[config.mk]
export PLATFORM = sky130hd
export DESIGN_NAME = ula_credit
export DESIGN_NICKNAME = d
export VERILOG_FILES = /design/src/hw/ula_pkg.sv /design/src/hw/ula_credit.sv
export SDC_FILE = /design/constraint.sdc
export NUM_CORES = 1
export LEC_CHECK = 0
export ABC_AREA = 1
export BUFFER_PORTS_ARGS = -buffer_cell sky130_fd_sc_hd__buf_2
export CORE_AREA = 2 2 39 41
export CTS_BUF_LIST = sky130_fd_sc_hd__clkbuf_16
export DETAILED_ROUTE_END_ITERATION = 16
export DIE_AREA = 0 0 41 43
export SETUP_SLACK_MARGIN = 0.02
export SYNTH_ARGS = -nofsm -noshare
export SYNTH_HDL_FRONTEND = slang
export SYNTH_SLANG_ARGS = --single-unit
export TNS_END_PERCENT = 30
[constraint.sdc]
create_clock -name clk -period 2 [get_ports clk]
set_clock_uncertainty 0.2 [all_clocks]
set_input_delay 0.4 -clock clk [delete_from_list [all_inputs] [get_ports clk]]
set_output_delay 0.4 -clock clk [all_outputs]
set_load 0.03 [all_outputs]
[src/hw/ula_pkg.sv]
// ****************************************
// Shared widths, operation codes and credit count
// Request, result and float word structs
// ****************************************

package ula_pkg;

	// ****************************************
	// Widths
	// ****************************************

	localparam int NUBITS = 32;                     // Data word
	localparam int NBMANT = 23;                     // Mantissa, no hidden bit
	localparam int NBEXPO = 8;                      // Two's complement exponent
	localparam int NORM_SH_W = $clog2(NBMANT);      // Normalization shift count

	// Most negative exponent, used for float zero
	localparam logic signed [NBEXPO-1:0] EXP_MIN = {1'b1, {(NBEXPO-1){1'b0}}};

	// Result slots on the consumer side
	localparam int RESULT_CREDITS = 4;
	localparam int CRED_W = $clog2(RESULT_CREDITS + 1);

	// ****************************************
	// Operation codes
	// ****************************************

	typedef enum logic [5:0] {
		NOP   = 6'd0,  LOD   = 6'd1,               // Pass through
		ADD   = 6'd2,  F_ADD = 6'd3,
		MLT   = 6'd4,  F_MLT = 6'd5,
		SGN   = 6'd9,  F_SGN = 6'd10,
		NEG   = 6'd11, F_NEG = 6'd13,
		ABS   = 6'd15, F_ABS = 6'd17,
		PST   = 6'd19, F_PST = 6'd21,
		AND   = 6'd29, ORR   = 6'd30, XOR = 6'd31,  // Bitwise
		INV   = 6'd32,
		LAN   = 6'd34, LOR   = 6'd35, LIN = 6'd36,  // Conditionals
		LES   = 6'd38, F_LES = 6'd39,               // Compares
		GRE   = 6'd40, F_GRE = 6'd41,
		EQU   = 6'd42,
		SHL   = 6'd43, SHR   = 6'd44, SRS = 6'd45   // Shifts
	} ula_op_t;

	// ****************************************
	// Bus structs
	// ****************************************

	typedef struct packed {
		ula_op_t           op;
		logic [NUBITS-1:0] in1;   // From memory
		logic [NUBITS-1:0] in2;   // From accumulator
	} ula_req_t;

	// Float view of a data word
	typedef struct packed {
		logic                     sign;
		logic signed [NBEXPO-1:0] exp;
		logic        [NBMANT-1:0] man;
	} fp_word_t;

	typedef struct packed {
		logic [NUBITS-1:0] data;
	} ula_res_t;

endpackage

[src/hw/ula_credit.sv]
// ****************************************
// Credit counter for result slots
// ****************************************

`timescale 1ns/1ps

module ula_credit (
	input  logic clk,
	input  logic rst_n,
	input  logic accept,
	input  logic credit_return,
	output logic req_ready
);
	import ula_pkg::*;

	logic [CRED_W-1:0] count;   // Free result slots

	always_ff @(posedge clk or negedge rst_n) begin
		if (!rst_n) begin
			count <= CRED_W'(RESULT_CREDITS);   // Consumer starts empty
		end else begin
			case ({accept, credit_return})
				2'b10:   count <= count - 1'b1;
				2'b01:   count <= count + 1'b1;
				default: count <= count;        // Both or neither
			endcase
		end
	end

	assign req_ready = (count != '0);

	// Consumer never returns more than it got
	a_count_max: assert property (@(posedge clk) disable iff (!rst_n)
		count <= CRED_W'(RESULT_CREDITS));

	// Top must gate accept with req_ready
	a_no_accept_empty: assert property (@(posedge clk) disable iff (!rst_n)
		accept |-> (count != '0));

endmodule

==> key figures <==
Outcome
  • Outcome: finished clean

STA
  • Min Tclk post-route: about 1.6 ns
  • Final worst-path cycle share: 0.812
  • Unrepaired setup endpoints after global routing: false
  • Post-route setup slack: between 0.3 and 0.4 ns
  • Slew headroom: 0.906
  • Hold Fails Final Rpt: 0
  • Post-Route Setup TNS: 0 ns
  • Worst Tran Pin Value: 0.139 ns
  • Max Slew Vio Count: 0
  • Max Freq: around 0.62 GHz
  • Final setup violation count: 0

Synth
  • Area contributors post-synth: dfrtp_1 (27%), dfstp_2 (14%), nand2_1 (14%)
  • Post-synth top area cell: dfrtp_1
  • EDFF count, synth: 0
  • Avg Synthesized Cell Area: between 8 and 9 sq um
  • Main flop type after synthesis: dfrtp_1
  • Count leader, synth: nand2_1
  • Yosys warns: 0
  • Synth cell types: 12
  • Yosys reg bits: 3
  • Most common library cells after synthesis: nand2_1 (7), inv_1 (3), dfrtp_1 (2), inv_2 (2)
  • Post-synthesis sequential area ratio: 0.415
  • Post-synth top area share: 0.272
  • Post-Syn Area: 184 sq um
  • Syn Nets: 28
  • Synth async-reset ratio: 1.00
  • Cells after Synth: 22

Routing
  • Antenna Nets Post-Route: 0
  • DRT iter0 DRCs: 1
  • 1st-pass router iterations: 2
  • DRC: 0
  • Post-DR vias/cell: around 3.4
  • Routed WL per cell: 7.34 microns
  • Total number of vias: roughly 160
  • Final wirelength: 345 microns

Global routing
  • Largest net degree at the start of global routing: 4
  • First-pass GRT wire length: around 630 microns
  • Global Route Usage Sum: 0.0586
  • Grt ovf: 0
  • Vias in the first global route: between 150 and 200
  • Initial antenna violation count: 0

Worst hold path
  • Worst Hold Class: register to register

Placed design
  • Setup WS pre-CTS: 0.257 ns
  • Placed cell areas: 224 sq um
  • Placer congestion estimate: 0.705
  • Inst Count DP: 42
  • Port bufs: 4
  • DP Wirelength: between 200 and 300 microns

Worst setup path
  • Startpoint Class: register
  • Worst setup EP type: primary output
  • Critical path peak fanout: 2
  • Critical path arrival: 1.02 ns
  • CP Class: register to primary output
  • CP required: about 1.4 ns

Layout
  • Cell Count, Final, Fillers Out: 47
  • Largest regs: count: 3 flops
  • Fin util: 0.226
  • Antenna Cells: 0
  • Share of cells above drive strength 1: 0.355
  • Fin area: 313 sq um
  • Max reg flops: 3
  • Layout Nets: 38
  • Area grow syn2layout: 70.1%
  • Largest Register: count

Clock tree
  • Worst-path clk slew: approximately 0.03 ns
  • Latest clock arrival within the worst-skew pair: about 0.22 ns
  • CTS tree: yes
  • CTS Buf Count: 3
  • Clk sinks: 3
  • H-tree depth: 1
  • Post-CTS Setup Inserts: 0
  • Clk root buf: clkbuf_16
  • CTS max path bufs: 2

Power
  • P per Cell Area: roughly 1900 nW/um^2
  • VDD IR max: between 0.0007 and 0.0008 V
  • Leakage: between 0.15 and 0.2 nW

Floorplan
  • Io pins: 5
  • Die Y: between 40 and 50 microns
  • Die W: ~40 microns
  • Initial Utilization: 0.133
  • Core area: 1380 sq um
  • Row cnt: 14
  • Die area: about 1800 sq um

Flow run
  • Max-Cap Viols: 0
## stage by stage
step	power [W]	hold WS, ns
floorplan	0.000235	-0.0956
global placement	0.000269	-0.00440
detailed placement	0.000269	-0.00371
CTS	0.000592	0.265
global route	0.000621	0.300
finish	0.000581	0.265
## metal layers
layer,wire length (microns),part of all wire,global-route usage
met5,0,0,0
met2,195,0.57,0.0688
met1,144,0.42,0.0689
met3,5,0.014,0.0157
met4,0,0,0.0800
## cell families (layout without fill, tap and decap cells)
logic type / after synthesis / after routing / synth area share
xor+xnor: 1 / 1 / 0.0476
flops: 3 / 3 / 0.415
buf+inv: 5 / 14 / 0.102
fa+ha+maj: 2 / 2 / 0.177
simple gates: 11 / 11 / 0.259
## worst paths after layout
path	startpoint	to	slack, ns	depth (start not counted)
setup / recovery	count[2]	req_ready	0.38	3
hold / removal	count[2]	count[2]	0.27	2
setup reg to reg	count[0]	count[2]	0.57	6
hold reg to reg	count[2]	count[2]	0.27	2
max in group asynchronous	rst_n	count[2]	1.11	2
min in group asynchronous	rst_n	count[1]	0.30	2
## power breakdown
part | internal, W | switching [W]
Clock | 0.000258 | 0.0000523
Sequential | 0.0000996 | 0.0000273
Combinational | 0.0000603 | 0.0000844
## layout make-up
type / count / area, sq um
clock buffer: 3 / 75.1
clock inverter: 1 / 3.75
fill: 154 / 1070
inverter: 5 / 18.8
multi-input combinational: 14 / 88.8
sequential: 3 / 76.3
tap: 16 / 20.0
timing repair buffer: 5 / 30.0
## layout by cell type (no fill, tap or decap), drive strengths merged
cell	n
ha	1
nand2	8
dfrtp	2
buf	4
nand4	1
dlygate4sd3	1
clkbuf	3
dfstp	1
inv	6
nor2	1
fa	1
nand3	1
xnor2	1
## worst max-delay path, cell delays in order, from the launching register on
cell and delay (ns):
dfstp_2 0.51, inv_1 0.05, nand2_1 0.05, buf_2 0.19
## repair_timing
item	CTS	global route
hold buffers	1	0
endpoints found under the hold margin	3	0
gates resized for setup	0	0
No activity file was read; power rests on OpenSTA's default activity.
