--- src/hw/ula_pkg.sv ---
// ****************************************
// Shared widths, operation codes and credit count
// Request, result and float word structs
// ****************************************

package ula_pkg;

	// ****************************************
	// Widths
	// ****************************************

	localparam int NUBITS = 32;                     // Data word
	localparam int NBMANT = 23;                     // Mantissa, no hidden bit
	localparam int NBEXPO = 8;                      // Two's complement exponent
	localparam int NORM_SH_W = $clog2(NBMANT);      // Normalization shift count

	// Most negative exponent, used for float zero
	localparam logic signed [NBEXPO-1:0] EXP_MIN = {1'b1, {(NBEXPO-1){1'b0}}};

	// Result slots on the consumer side
	localparam int RESULT_CREDITS = 4;
	localparam int CRED_W = $clog2(RESULT_CREDITS + 1);

	// ****************************************
	// Operation codes
	// ****************************************

	typedef enum logic [5:0] {
		NOP   = 6'd0,  LOD   = 6'd1,               // Pass through
		ADD   = 6'd2,  F_ADD = 6'd3,
		MLT   = 6'd4,  F_MLT = 6'd5,
		SGN   = 6'd9,  F_SGN = 6'd10,
		NEG   = 6'd11, F_NEG = 6'd13,
		ABS   = 6'd15, F_ABS = 6'd17,
		PST   = 6'd19, F_PST = 6'd21,
		AND   = 6'd29, ORR   = 6'd30, XOR = 6'd31,  // Bitwise
		INV   = 6'd32,
		LAN   = 6'd34, LOR   = 6'd35, LIN = 6'd36,  // Conditionals
		LES   = 6'd38, F_LES = 6'd39,               // Compares
		GRE   = 6'd40, F_GRE = 6'd41,
		EQU   = 6'd42,
		SHL   = 6'd43, SHR   = 6'd44, SRS = 6'd45   // Shifts
	} ula_op_t;

	// ****************************************
	// Bus structs
	// ****************************************

	typedef struct packed {
		ula_op_t           op;
		logic [NUBITS-1:0] in1;   // From memory
		logic [NUBITS-1:0] in2;   // From accumulator
	} ula_req_t;

	// Float view of a data word
	typedef struct packed {
		logic                     sign;
		logic signed [NBEXPO-1:0] exp;
		logic        [NBMANT-1:0] man;
	} fp_word_t;

	typedef struct packed {
		logic [NUBITS-1:0] data;
	} ula_res_t;

endpackage

--- src/hw/ula_int.sv ---
// ****************************************
// Integer, bitwise and conditional ops
// Compares and shifts, NOP and LOD
// ****************************************

`timescale 1ns/1ps

module ula_int (
	input  ula_pkg::ula_req_t          req,
	output logic [ula_pkg::NUBITS-1:0] data
);
	import ula_pkg::*;

	logic signed [NUBITS-1:0] a;   // Memory operand
	logic signed [NUBITS-1:0] b;   // Accumulator operand
	logic                     a_nz;
	logic                     b_nz;

	assign a    = req.in1;
	assign b    = req.in2;
	assign a_nz = (a != '0);
	assign b_nz = (b != '0);

	// ****************************************
	// Operation select
	// ****************************************

	always_comb begin
		case (req.op)
			NOP: data = b;
			LOD: data = a;

			// Arithmetic
			ADD: data = a + b;
			MLT: data = a * b;                                 // Low word of product
			SGN: data = (a[NUBITS-1] == b[NUBITS-1]) ? b : -b; // Sign of in1 on in2
			NEG: data = -b;
			ABS: data = b[NUBITS-1] ? -b : b;
			PST: data = b[NUBITS-1] ? '0 : b;                  // Clamp negatives

			// Bitwise
			AND: data = a & b;
			ORR: data = a | b;
			XOR: data = a ^ b;
			INV: data = ~b;

			// Conditionals, result in bit 0
			LAN: data = NUBITS'(a_nz && b_nz);
			LOR: data = NUBITS'(a_nz || b_nz);
			LIN: data = NUBITS'(!b_nz);

			// Compares on raw words
			LES: data = NUBITS'(req.in1 < req.in2);  // Unsigned
			GRE: data = NUBITS'(req.in1 > req.in2);
			EQU: data = NUBITS'(req.in1 == req.in2);

			// Shift amount taken from in2
			SHL: data = req.in1 << req.in2;
			SHR: data = req.in1 >> req.in2;
			SRS: data = a >>> req.in2;               // Sign fill

			default: data = '0;                      // Float codes
		endcase
	end

endmodule

--- config.mk ---
export PLATFORM = sky130hd
export DESIGN_NAME = ula_int
export DESIGN_NICKNAME = d
export VERILOG_FILES = /design/src/hw/ula_pkg.sv /design/src/hw/ula_int.sv
export SDC_FILE = /design/constraint.sdc
export NUM_CORES = 2
export LEC_CHECK = 0
export BUFFER_PORTS_ARGS = -buffer_cell sky130_fd_sc_hd__buf_2
export CAP_MARGIN = 25
export CORE_UTILIZATION = 58
export DETAILED_ROUTE_END_ITERATION = 16
export PLACE_DENSITY = 0.76
export SYNTH_ARGS = -nofsm -noshare
export SYNTH_HDL_FRONTEND = slang
export SYNTH_SLANG_ARGS = --single-unit
--- constraint.sdc ---
create_clock -name vclk -period 25.6
set_input_delay 2.56 -clock vclk [all_inputs]
set_output_delay 2.56 -clock vclk [all_outputs]
set_load 0.05 [all_outputs]
==> impl_metrics.tcl <==
set metrics [dict create \
    sequential_cell_total 0 \
    synth.avg_cell_area_um2 7.46 \
    synthMuxAreaShare 0.0306 \
    synth_simple_gate_area_frac 0.194 \
    io_buffers 102 \
    fmax_ghz 0.0715 \
    area_growth_pct 2.96 \
    crit_type "input pin to output pin" \
    layout_worst_path_cycle_share 0.546 \
    syn_inst 3342 \
    synth-warning-count 0 \
    synth_cell_type_count 84 \
    die_area_um2 43800 \
    synth_compound_area_frac 0.171 \
    report.final.slew_viol_count 0 \
    status "complete, no violations" \
    crit_path_start "req[38]" \
    seq_area_frac_synth 0 \
    dr.first_iter.drc_count 4460 \
    num_rows 75 \
    tightestPinTransition_ns 1.12 \
    wl_per_cell_um 30.6 \
    routed_wl_um 117000 \
    die-width_um 209 \
    slew_headroom 0.250 \
    vias 26759 \
    worstPathMaxFanout 19 \
    rsz0062_at_grt "no" \
    dp_cells 3805 \
    drtAntennaViolNets 0 \
    hold_viol 0 \
    ios 102 \
    initial_utilization 0.592 \
    post_cts_buffers 0 \
    grt_busiest_layer "met2" \
    hold_path_class "input pin to output pin" \
    syn_nets 4069 \
    final_cells 3820 \
    worstHoldStart "req[66]" \
    synth_top_family_by_area "adder cells" \
    regArea_um2 0 \
    grt_pass1_wl_um 172000 \
    nNetsFinal 3998 \
    grtUsageTotal 0.534 \
    design.core.area_um2 42100 \
    grt_start_max_net_pins 77 \
    synthXorXnorAreaFrac 0.0372 \
    first_pass_iters 7 \
    grt_pass1_vias 27065 \
    setup_violations 0 \
    synth-adder-area-share 0.453 \
    crit_required_ns 23.04 \
    die_y_um 209 \
    setup_tns_ns 0 \
    endpoint_kind "output pin" \
    post_cts_resized 0 \
    num-clock-buffers 0 \
    grtUsageMet1 0.649 \
    place.gp.congestion 1.11 \
    hold_buffers 0 \
    min_period_ns 13.99 \
    drv_cap 0 \
    drc_errors 0 \
    crit_arrival_ns 11.43 \
    hpwl_um 89600 \
    grt_util_met3 0.195 \
    drive_gt1_frac 0.0658 \
    antenna_found_initial 11 \
    via_per_inst 7.00 \
    syn_area_um2 24900 \
    grt_overflow_total 0 \
    setup.worst_path.start_class "input pin" \
    use_met2 0.772 \
]
cells in the mapped netlist (24+ instances only):
cell	instances	share of area
a211oi_1	44	0.013
a21oi_1	180	0.036
a31oi_1	31	0.0078
buf_1	44	0.0066
buf_2	30	0.0060
clkbuf_1	152	0.023
fa_1	409	0.33
ha_1	248	0.12
inv_1	495	0.075
mux2i_1	47	0.019
nand2_1	335	0.050
nand3_1	39	0.0078
nor2_1	529	0.080
nor3_1	47	0.0094
o211ai_1	29	0.0087
o21ai_0	154	0.031
xnor2_1	82	0.029
xor2_1	24	0.0084
worst paths after layout:
path        to  cells past startpoint  slack (ns)
max   data[24]                     26       11.61
min    data[0]                      5        5.94
stage by stage:
stage / instance area [um^2] / hold WS (ns) / utilization / setup slack, ns
6_report: 25700 / 5.94 / 0.609 / 11.61
5_1_grt: 25600 / 5.97 / 0.609 / 11.45
4_1_cts: 25600 / 5.93 / 0.608 / 11.97
3_5_place_dp: 25600 / 5.92 / 0.608 / 11.97
3_3_place_gp: 25600 / 5.90 / 0.608 / 12.23
2_1_floorplan: 24900 / 5.66 / - / 12.67
final cells by class:
cell class | count | area (um^2)
multi-input combinational | 2603 | 22100
tap | 539 | 674
fill | 3777 | 16500
inverter | 508 | 1910
antenna | 12 | 30.0
timing repair buffer | 158 | 951
layer usage:
layer,vias up,share of wire
li1,10778,-
met1,12643,0.34
met2,2585,0.40
met3,749,0.16
met4,4,0.098
met5,-,0.00019
cell families after synthesis:
kind of cell,after synthesis
buffers and inverters,739
AND/OR/NAND/NOR,1115
AO/OA/AOI/OAI,658
multiplexers,67
XOR/XNOR,106
adder cells (fa/ha/maj),657
worst max-delay path, stage by stage:
cell and delay, ns:
buf_2 0.48, clkinv_1 0.87, nor2_1 0.37, fa_1 0.48, fa_1 0.42, fa_1 0.52, inv_1 0.08, fa_1 0.57
inv_1 0.06, ha_1 0.28, ha_1 0.20, fa_1 0.51, inv_1 0.05, fa_1 0.48, inv_1 0.05, ha_1 0.33
a21o_1 0.22, a21oi_1 0.25, nor4b_4 0.29, a31oi_1 0.19, o41a_1 0.46, a41oi_1 0.28, xor2_1 0.44, o21ai_0 0.15
or4_1 0.57, buf_2 0.25
placed cells by master, fill, tap and decap left out, types with 12 or more instances in the layout:
master	n
fa_1	409
a31oi_1	31
o21bai_1	17
diode_2	12
or4_1	13
o21a_1	13
a21o_1	20
or3_1	15
ha_1	248
nor4_1	22
mux2_2	14
nor2_1	527
buf_4	53
nand2b_1	21
a211oi_1	44
inv_1	493
o21ai_0	154
a221oi_1	20
and3_1	23
xnor2_1	82
o211ai_1	29
xor2_1	24
a211o_1	12
nor3_1	47
buf_2	102
nand3_1	39
mux2i_1	47
a22oi_1	16
nand2_1	335
nand4_1	16
a21oi_1	180
