File: config.mk
export PLATFORM = sky130hd
export DESIGN_NAME = ula_float
export DESIGN_NICKNAME = d
export VERILOG_FILES = /design/src/hw/ula_pkg.sv /design/src/hw/ula_float.sv
export SDC_FILE = /design/constraint.sdc
export NUM_CORES = 2
export LEC_CHECK = 0
export BUFFER_PORTS_ARGS = -buffer_cell sky130_fd_sc_hd__buf_2
export CORE_MARGIN = 4
export CORE_UTILIZATION = 40
export DETAILED_ROUTE_END_ITERATION = 12
export PLACE_DENSITY = 0.63
export SYNTH_ARGS = -nofsm -noshare
export SYNTH_HDL_FRONTEND = slang
export SYNTH_SLANG_ARGS = --single-unit
File: constraint.sdc
create_clock -name vclk -period 12.25
set_input_delay 1.225 -clock vclk [all_inputs]
set_output_delay 1.225 -clock vclk [all_outputs]
set_load 0.005 [all_outputs]
File: src/hw/ula_pkg.sv
// ****************************************
// Shared widths, operation codes and credit count
// Request, result and float word structs
// ****************************************

package ula_pkg;

	// ****************************************
	// Widths
	// ****************************************

	localparam int NUBITS = 32;                     // Data word
	localparam int NBMANT = 23;                     // Mantissa, no hidden bit
	localparam int NBEXPO = 8;                      // Two's complement exponent
	localparam int NORM_SH_W = $clog2(NBMANT);      // Normalization shift count

	// Most negative exponent, used for float zero
	localparam logic signed [NBEXPO-1:0] EXP_MIN = {1'b1, {(NBEXPO-1){1'b0}}};

	// Result slots on the consumer side
	localparam int RESULT_CREDITS = 4;
	localparam int CRED_W = $clog2(RESULT_CREDITS + 1);

	// ****************************************
	// Operation codes
	// ****************************************

	typedef enum logic [5:0] {
		NOP   = 6'd0,  LOD   = 6'd1,               // Pass through
		ADD   = 6'd2,  F_ADD = 6'd3,
		MLT   = 6'd4,  F_MLT = 6'd5,
		SGN   = 6'd9,  F_SGN = 6'd10,
		NEG   = 6'd11, F_NEG = 6'd13,
		ABS   = 6'd15, F_ABS = 6'd17,
		PST   = 6'd19, F_PST = 6'd21,
		AND   = 6'd29, ORR   = 6'd30, XOR = 6'd31,  // Bitwise
		INV   = 6'd32,
		LAN   = 6'd34, LOR   = 6'd35, LIN = 6'd36,  // Conditionals
		LES   = 6'd38, F_LES = 6'd39,               // Compares
		GRE   = 6'd40, F_GRE = 6'd41,
		EQU   = 6'd42,
		SHL   = 6'd43, SHR   = 6'd44, SRS = 6'd45   // Shifts
	} ula_op_t;

	// ****************************************
	// Bus structs
	// ****************************************

	typedef struct packed {
		ula_op_t           op;
		logic [NUBITS-1:0] in1;   // From memory
		logic [NUBITS-1:0] in2;   // From accumulator
	} ula_req_t;

	// Float view of a data word
	typedef struct packed {
		logic                     sign;
		logic signed [NBEXPO-1:0] exp;
		logic        [NBMANT-1:0] man;
	} fp_word_t;

	typedef struct packed {
		logic [NUBITS-1:0] data;
	} ula_res_t;

endpackage

File: src/hw/ula_float.sv
// ****************************************
// Float exponent alignment
// Float add, multiply, sign ops, compares
// ****************************************

`timescale 1ns/1ps

module ula_float (
	input  ula_pkg::ula_req_t          req,
	output logic [ula_pkg::NUBITS-1:0] data
);
	import ula_pkg::*;

	fp_word_t f1;
	fp_word_t f2;

	assign f1 = req.in1;
	assign f2 = req.in2;

	// ****************************************
	// Exponent alignment
	// ****************************************

	logic signed [NBEXPO:0]   e_diff;   // e1 - e2, one guard bit
	logic                     e1_less;
	logic        [NBEXPO:0]   sh1;
	logic        [NBEXPO:0]   sh2;
	logic signed [NBEXPO-1:0] e_al;     // Common exponent
	logic        [NBMANT-1:0] m1_al;
	logic        [NBMANT-1:0] m2_al;
	logic signed [NBMANT:0]   sm1;      // Signed mantissas
	logic signed [NBMANT:0]   sm2;

	assign e_diff  = (NBEXPO+1)'(f1.exp) - (NBEXPO+1)'(f2.exp);
	assign e1_less = e_diff[NBEXPO];
	assign sh1     = e1_less ? -e_diff : '0;     // Smaller exponent side shifts
	assign sh2     = e1_less ? '0 : e_diff;
	assign e_al    = e1_less ? f2.exp : f1.exp;  // Larger exponent kept

	assign m1_al = f1.man >> sh1;
	assign m2_al = f2.man >> sh2;
	assign sm1   = f1.sign ? -{1'b0, m1_al} : {1'b0, m1_al};
	assign sm2   = f2.sign ? -{1'b0, m2_al} : {1'b0, m2_al};

	// ****************************************
	// F_ADD
	// ****************************************

	logic signed [NBMANT+1:0] sum;
	logic        [NBMANT+1:0] sum_mag;
	fp_word_t                 f_add;

	assign sum     = (NBMANT+2)'(sm1) + (NBMANT+2)'(sm2);
	assign sum_mag = sum[NBMANT+1] ? -sum : sum;

	// Drop one bit of the sum, exponent up to match
	assign f_add.sign = sum[NBMANT+1];
	assign f_add.exp  = e_al + NBEXPO'(1);
	assign f_add.man  = sum_mag[NBMANT:1];

	// ****************************************
	// F_MLT
	// ****************************************

	logic        [2*NBMANT-1:0] prod;
	logic signed [NBEXPO:0]     e_prod;
	logic                       unf;
	fp_word_t                   f_mlt;

	assign prod   = f1.man * f2.man;
	assign e_prod = (NBEXPO+1)'(f1.exp) + (NBEXPO+1)'(f2.exp) + (NBEXPO+1)'(NBMANT);
	assign unf    = (e_prod[NBEXPO:NBEXPO-1] == 2'b10);  // Below EXP_MIN

	assign f_mlt.sign = f1.sign ^ f2.sign;
	assign f_mlt.exp  = e_prod[NBEXPO-1:0];
	assign f_mlt.man  = unf ? '0 : prod[2*NBMANT-1:NBMANT];  // Upper half

	// Output select, unary ops work on in2
	always_comb begin
		case (req.op)
			F_ADD: data = f_add;
			F_MLT: data = f_mlt;
			F_SGN: data = {f1.sign, f2.exp, f2.man};
			F_NEG: data = {~f2.sign, f2.exp, f2.man};
			F_ABS: data = {1'b0, f2.exp, f2.man};
			F_PST: data = f2.sign ? {1'b0, EXP_MIN, {NBMANT{1'b0}}} : req.in2;
			F_LES: data = NUBITS'(sm1 < sm2);
			F_GRE: data = NUBITS'(sm1 > sm2);
			default: data = '0;  // Integer codes
		endcase
	end

endmodule

==> impl_metrics.sql <==
INSERT INTO impl_metrics (metric_group, metric, value, unit) VALUES
('status', 'outcome', 'completed', ''),
('global_route', 'grtUsageTotal', '25.1', '%'),
('layout', 'num-nets-final', '3957', ''),
('global_route', 'grt_pass1_wl', '135000', 'um'),
('synthesis', 'yosysUniqueCellTypes', '104', ''),
('placed_design', 'gp_congestion', '0.975', ''),
('power', 'cellLeakagePower', '0.0128', 'uW'),
('worst_setup_path', 'endpoint_kind', 'primary output', ''),
('sta', 'drv_slew', '0', ''),
('detailed_routing', 'drt_drc_violations_left', '0', ''),
('clocking', 'cts_hold_repair.buffers', '0', ''),
('global_route', 'gr-usage-met2', '41.0', '%'),
('layout', 'design.seq.count', '0', ''),
('worst_setup_path', 'worstSetupPathType', 'in -> out', ''),
('worst_setup_path', 'worst_setup_path_start_kind', 'input pin', ''),
('sta', 'final.setup.worst_slack', '0.542', 'ns'),
('placed_design', 'dp_hpwl', '66300', 'um'),
('clocking', 'postCtsResizedCells', '0', ''),
('synthesis', 'synthesis.nets', '4019', ''),
('power', 'power_density', '306', 'nW/um2'),
('global_route', 'pin_count_of_the_biggest_net_entering_global_routing', '34', ''),
('die', 'ios', '102', ''),
('die', 'floorplan.die.height', '260', 'um'),
('die', 'initial_standard_cell_utilization_of_the_core', '40.4', '%'),
('global_route', 'globalRouteOverflowTotal', '0', ''),
('global_route', 'met1_global_route_usage', '35.8', '%'),
('sta', 'highest_clock_frequency_the_design_can_meet', '0.0854', 'GHz'),
('layout', 'area_growth_syn_to_layout', '4.28', '%'),
('synthesis', 'synth.cell_area', '25500', 'um2'),
('sta', 'grt_setup_unrepaired', 'no', ''),
('synthesis', 'postSynthCellCount', '3266', ''),
('global_route', 'first_global_vias', '23300', ''),
('sta', 'final_hold_vios', '0', ''),
('synthesis', 'yosys.area.top_type_share', '34.5', '%'),
('detailed_routing', 'routed_wire_length_per_instance', '21.1', 'um'),
('synthesis', 'ys_seq_area_share', '0', '%'),
('power', 'power.ir.vdd_worst', '0.534', 'mV'),
('sta', 'fin_tns_setup', '0', 'ns'),
('die', 'die_x', '260', 'um'),
('synthesis', 'yosysWarnings', '0', ''),
('placed_design', 'port_buffers', '102', ''),
('synthesis', 'yosys.area.top_type', 'fa_1', ''),
('die', 'floorplan.die_area', '67800', 'um2'),
('detailed_routing', 'ant_nets', '0', ''),
('synthesis', 'post_synth.cell_area_avg', '7.80', 'um2'),
('detailed_routing', 'drt_pass1_iterations', '7', ''),
('die', 'placementRows', '92', ''),
('worst_setup_path', 'timing.critical_path.fanout_max', '17', ''),
('sta', 'slew_headroom', '34.7', '%'),
('sta', 'final.period_utilization', '95.6', '%'),
('job', 'drv.max_cap_violation_count', '0', ''),
('worst_setup_path', 'worst_ep_required_time', '11.02', 'ns'),
('detailed_routing', 'num_vias', '23200', ''),
('layout', 'n_clock_buffer', '0', ''),
('layout', 'antenna_diode_instance_count', '0', ''),
('worst_setup_path', 'cp_data_arrival_time', '10.48', 'ns'),
('layout', 'most-common-layout-cells', '538 x inv_1, 538 x nand2_1, 439 x fa_1', ''),
('synthesis', 'synth_top_cells_by_area', 'fa_1 35%, ha_1 12%, inv_1 7.9%', ''),
('die', 'core_area', '63100', 'um2'),
('detailed_routing', 'initial_detailed_routing_violation_count', '2113', ''),
('clocking', 'cts_setup_buffers', '0', ''),
('detailed_routing', 'finalWirelength', '85500', 'um'),
('worst_setup_path', 'worst_path_max_delay_cell', 'nor2_1', ''),
('sta', 'min_period', '11.71', 'ns'),
('layout', 'area_occupied_by_registers', '0', 'um2'),
('global_route', 'most_heavily_used_metal_layer_in_global_routing', 'met2', ''),
('worst_setup_path', 'slowest_delay', '0.61', 'ns'),
('detailed_routing', 'detail_route.vias_per_cell', '5.73', ''),
('power', 'p_total', '8130', 'uW'),
('hold_path', 'timing.hold.worst.class', 'in -> out', ''),
('sta', 'report.final.setup_viol', '0', ''),
('placed_design', 'pre_cts_slack', '0.828', 'ns'),
('global_route', 'number_of_antenna_violations_at_the_first_check_in_global_routing', '1', ''),
('sta', 'worst_pin_slew', '0.974', 'ns'),
('global_route', 'globalRouteMet3Util', '2.77', '%'),
('layout', 'post_route_cells_drive_above_1_share', '6.93', '%');
## cell type report
cell class	instances	area, um2
fillers	6587	36500
inverters	540	2030
multi-input cells	2507	22600
well taps	846	1060
repair buffers	155	908
## path summary, 6_finish.rpt
check               start       end  slack (ns)  cells after the start
hold / removal    req[25]  data[25]        2.78                      4
setup / recovery  req[55]  data[21]        0.54                     34
## cell families after synthesis
| logic type | Yosys count | synth area share, % |
|---|---|---|
| and+or+nand+nor | 1088 | 19.8 |
| buffers and inverters | 759 | 11.4 |
| adders and majority gates | 685 | 46.6 |
| xor gates and xnor gates | 136 | 4.84 |
| AOI/OAI and AO/OA | 557 | 15.2 |
| muxes | 41 | 2.14 |
## Yosys cell counts (37+ instances only)
| master | count |
|---|---|
| and2_1 | 146 |
| xor2_1 | 50 |
| nand2_1 | 538 |
| ha_1 | 244 |
| a21oi_1 | 107 |
| nor2_1 | 144 |
| nor3_1 | 47 |
| fa_1 | 439 |
| a22oi_1 | 37 |
| inv_1 | 538 |
| clkbuf_1 | 191 |
| xnor2_1 | 83 |
| nand3_1 | 64 |
| o21ai_0 | 113 |
## where the power goes
group / internal, uW / leakage, uW / total, uW / switching (uW)
sequential: 0 / 0 / 0 / 0
combinational: 3400 / 0.0128 / 8130 / 4730
clock: 0 / 0 / 0 / 0
total: 3400 / 0.0128 / 8130 / 4730
## stage by stage
| step | cells | hold slack, ns | area [um2] | util, % |
|---|---|---|---|---|
| 6_report | 4048 | 2.78 | 26600 | 42.1 |
| 5_1_grt | 4048 | 2.82 | 26600 | 42.1 |
| 4_1_cts | 4048 | 2.79 | 26600 | 42.1 |
| 3_5_place_dp | 4048 | 2.78 | 26600 | 42.1 |
| 3_3_place_gp | 4048 | 2.79 | 26600 | 42.1 |
| 2_1_floorplan | 3266 | 2.55 | 25500 | - |
## worst max-delay path: cells and delay by family
| family | cells | cell delay (ns) |
|---|---|---|
| buffers and inverters | 5 | 0.69 |
| xor gates and xnor gates | 3 | 0.60 |
| AOI/OAI and AO/OA | 11 | 3.40 |
| and+or+nand+nor | 12 | 3.62 |
| adders and majority gates | 3 | 0.93 |
## metal layers
metal  wire (um)  vias to the layer above
met5           0                        -
met4        2680                        0
met3        7030                      149
met2       38700                     1093
met1       37100                    11500
li1            -                    10400
(Power assumes the default switching activity.)
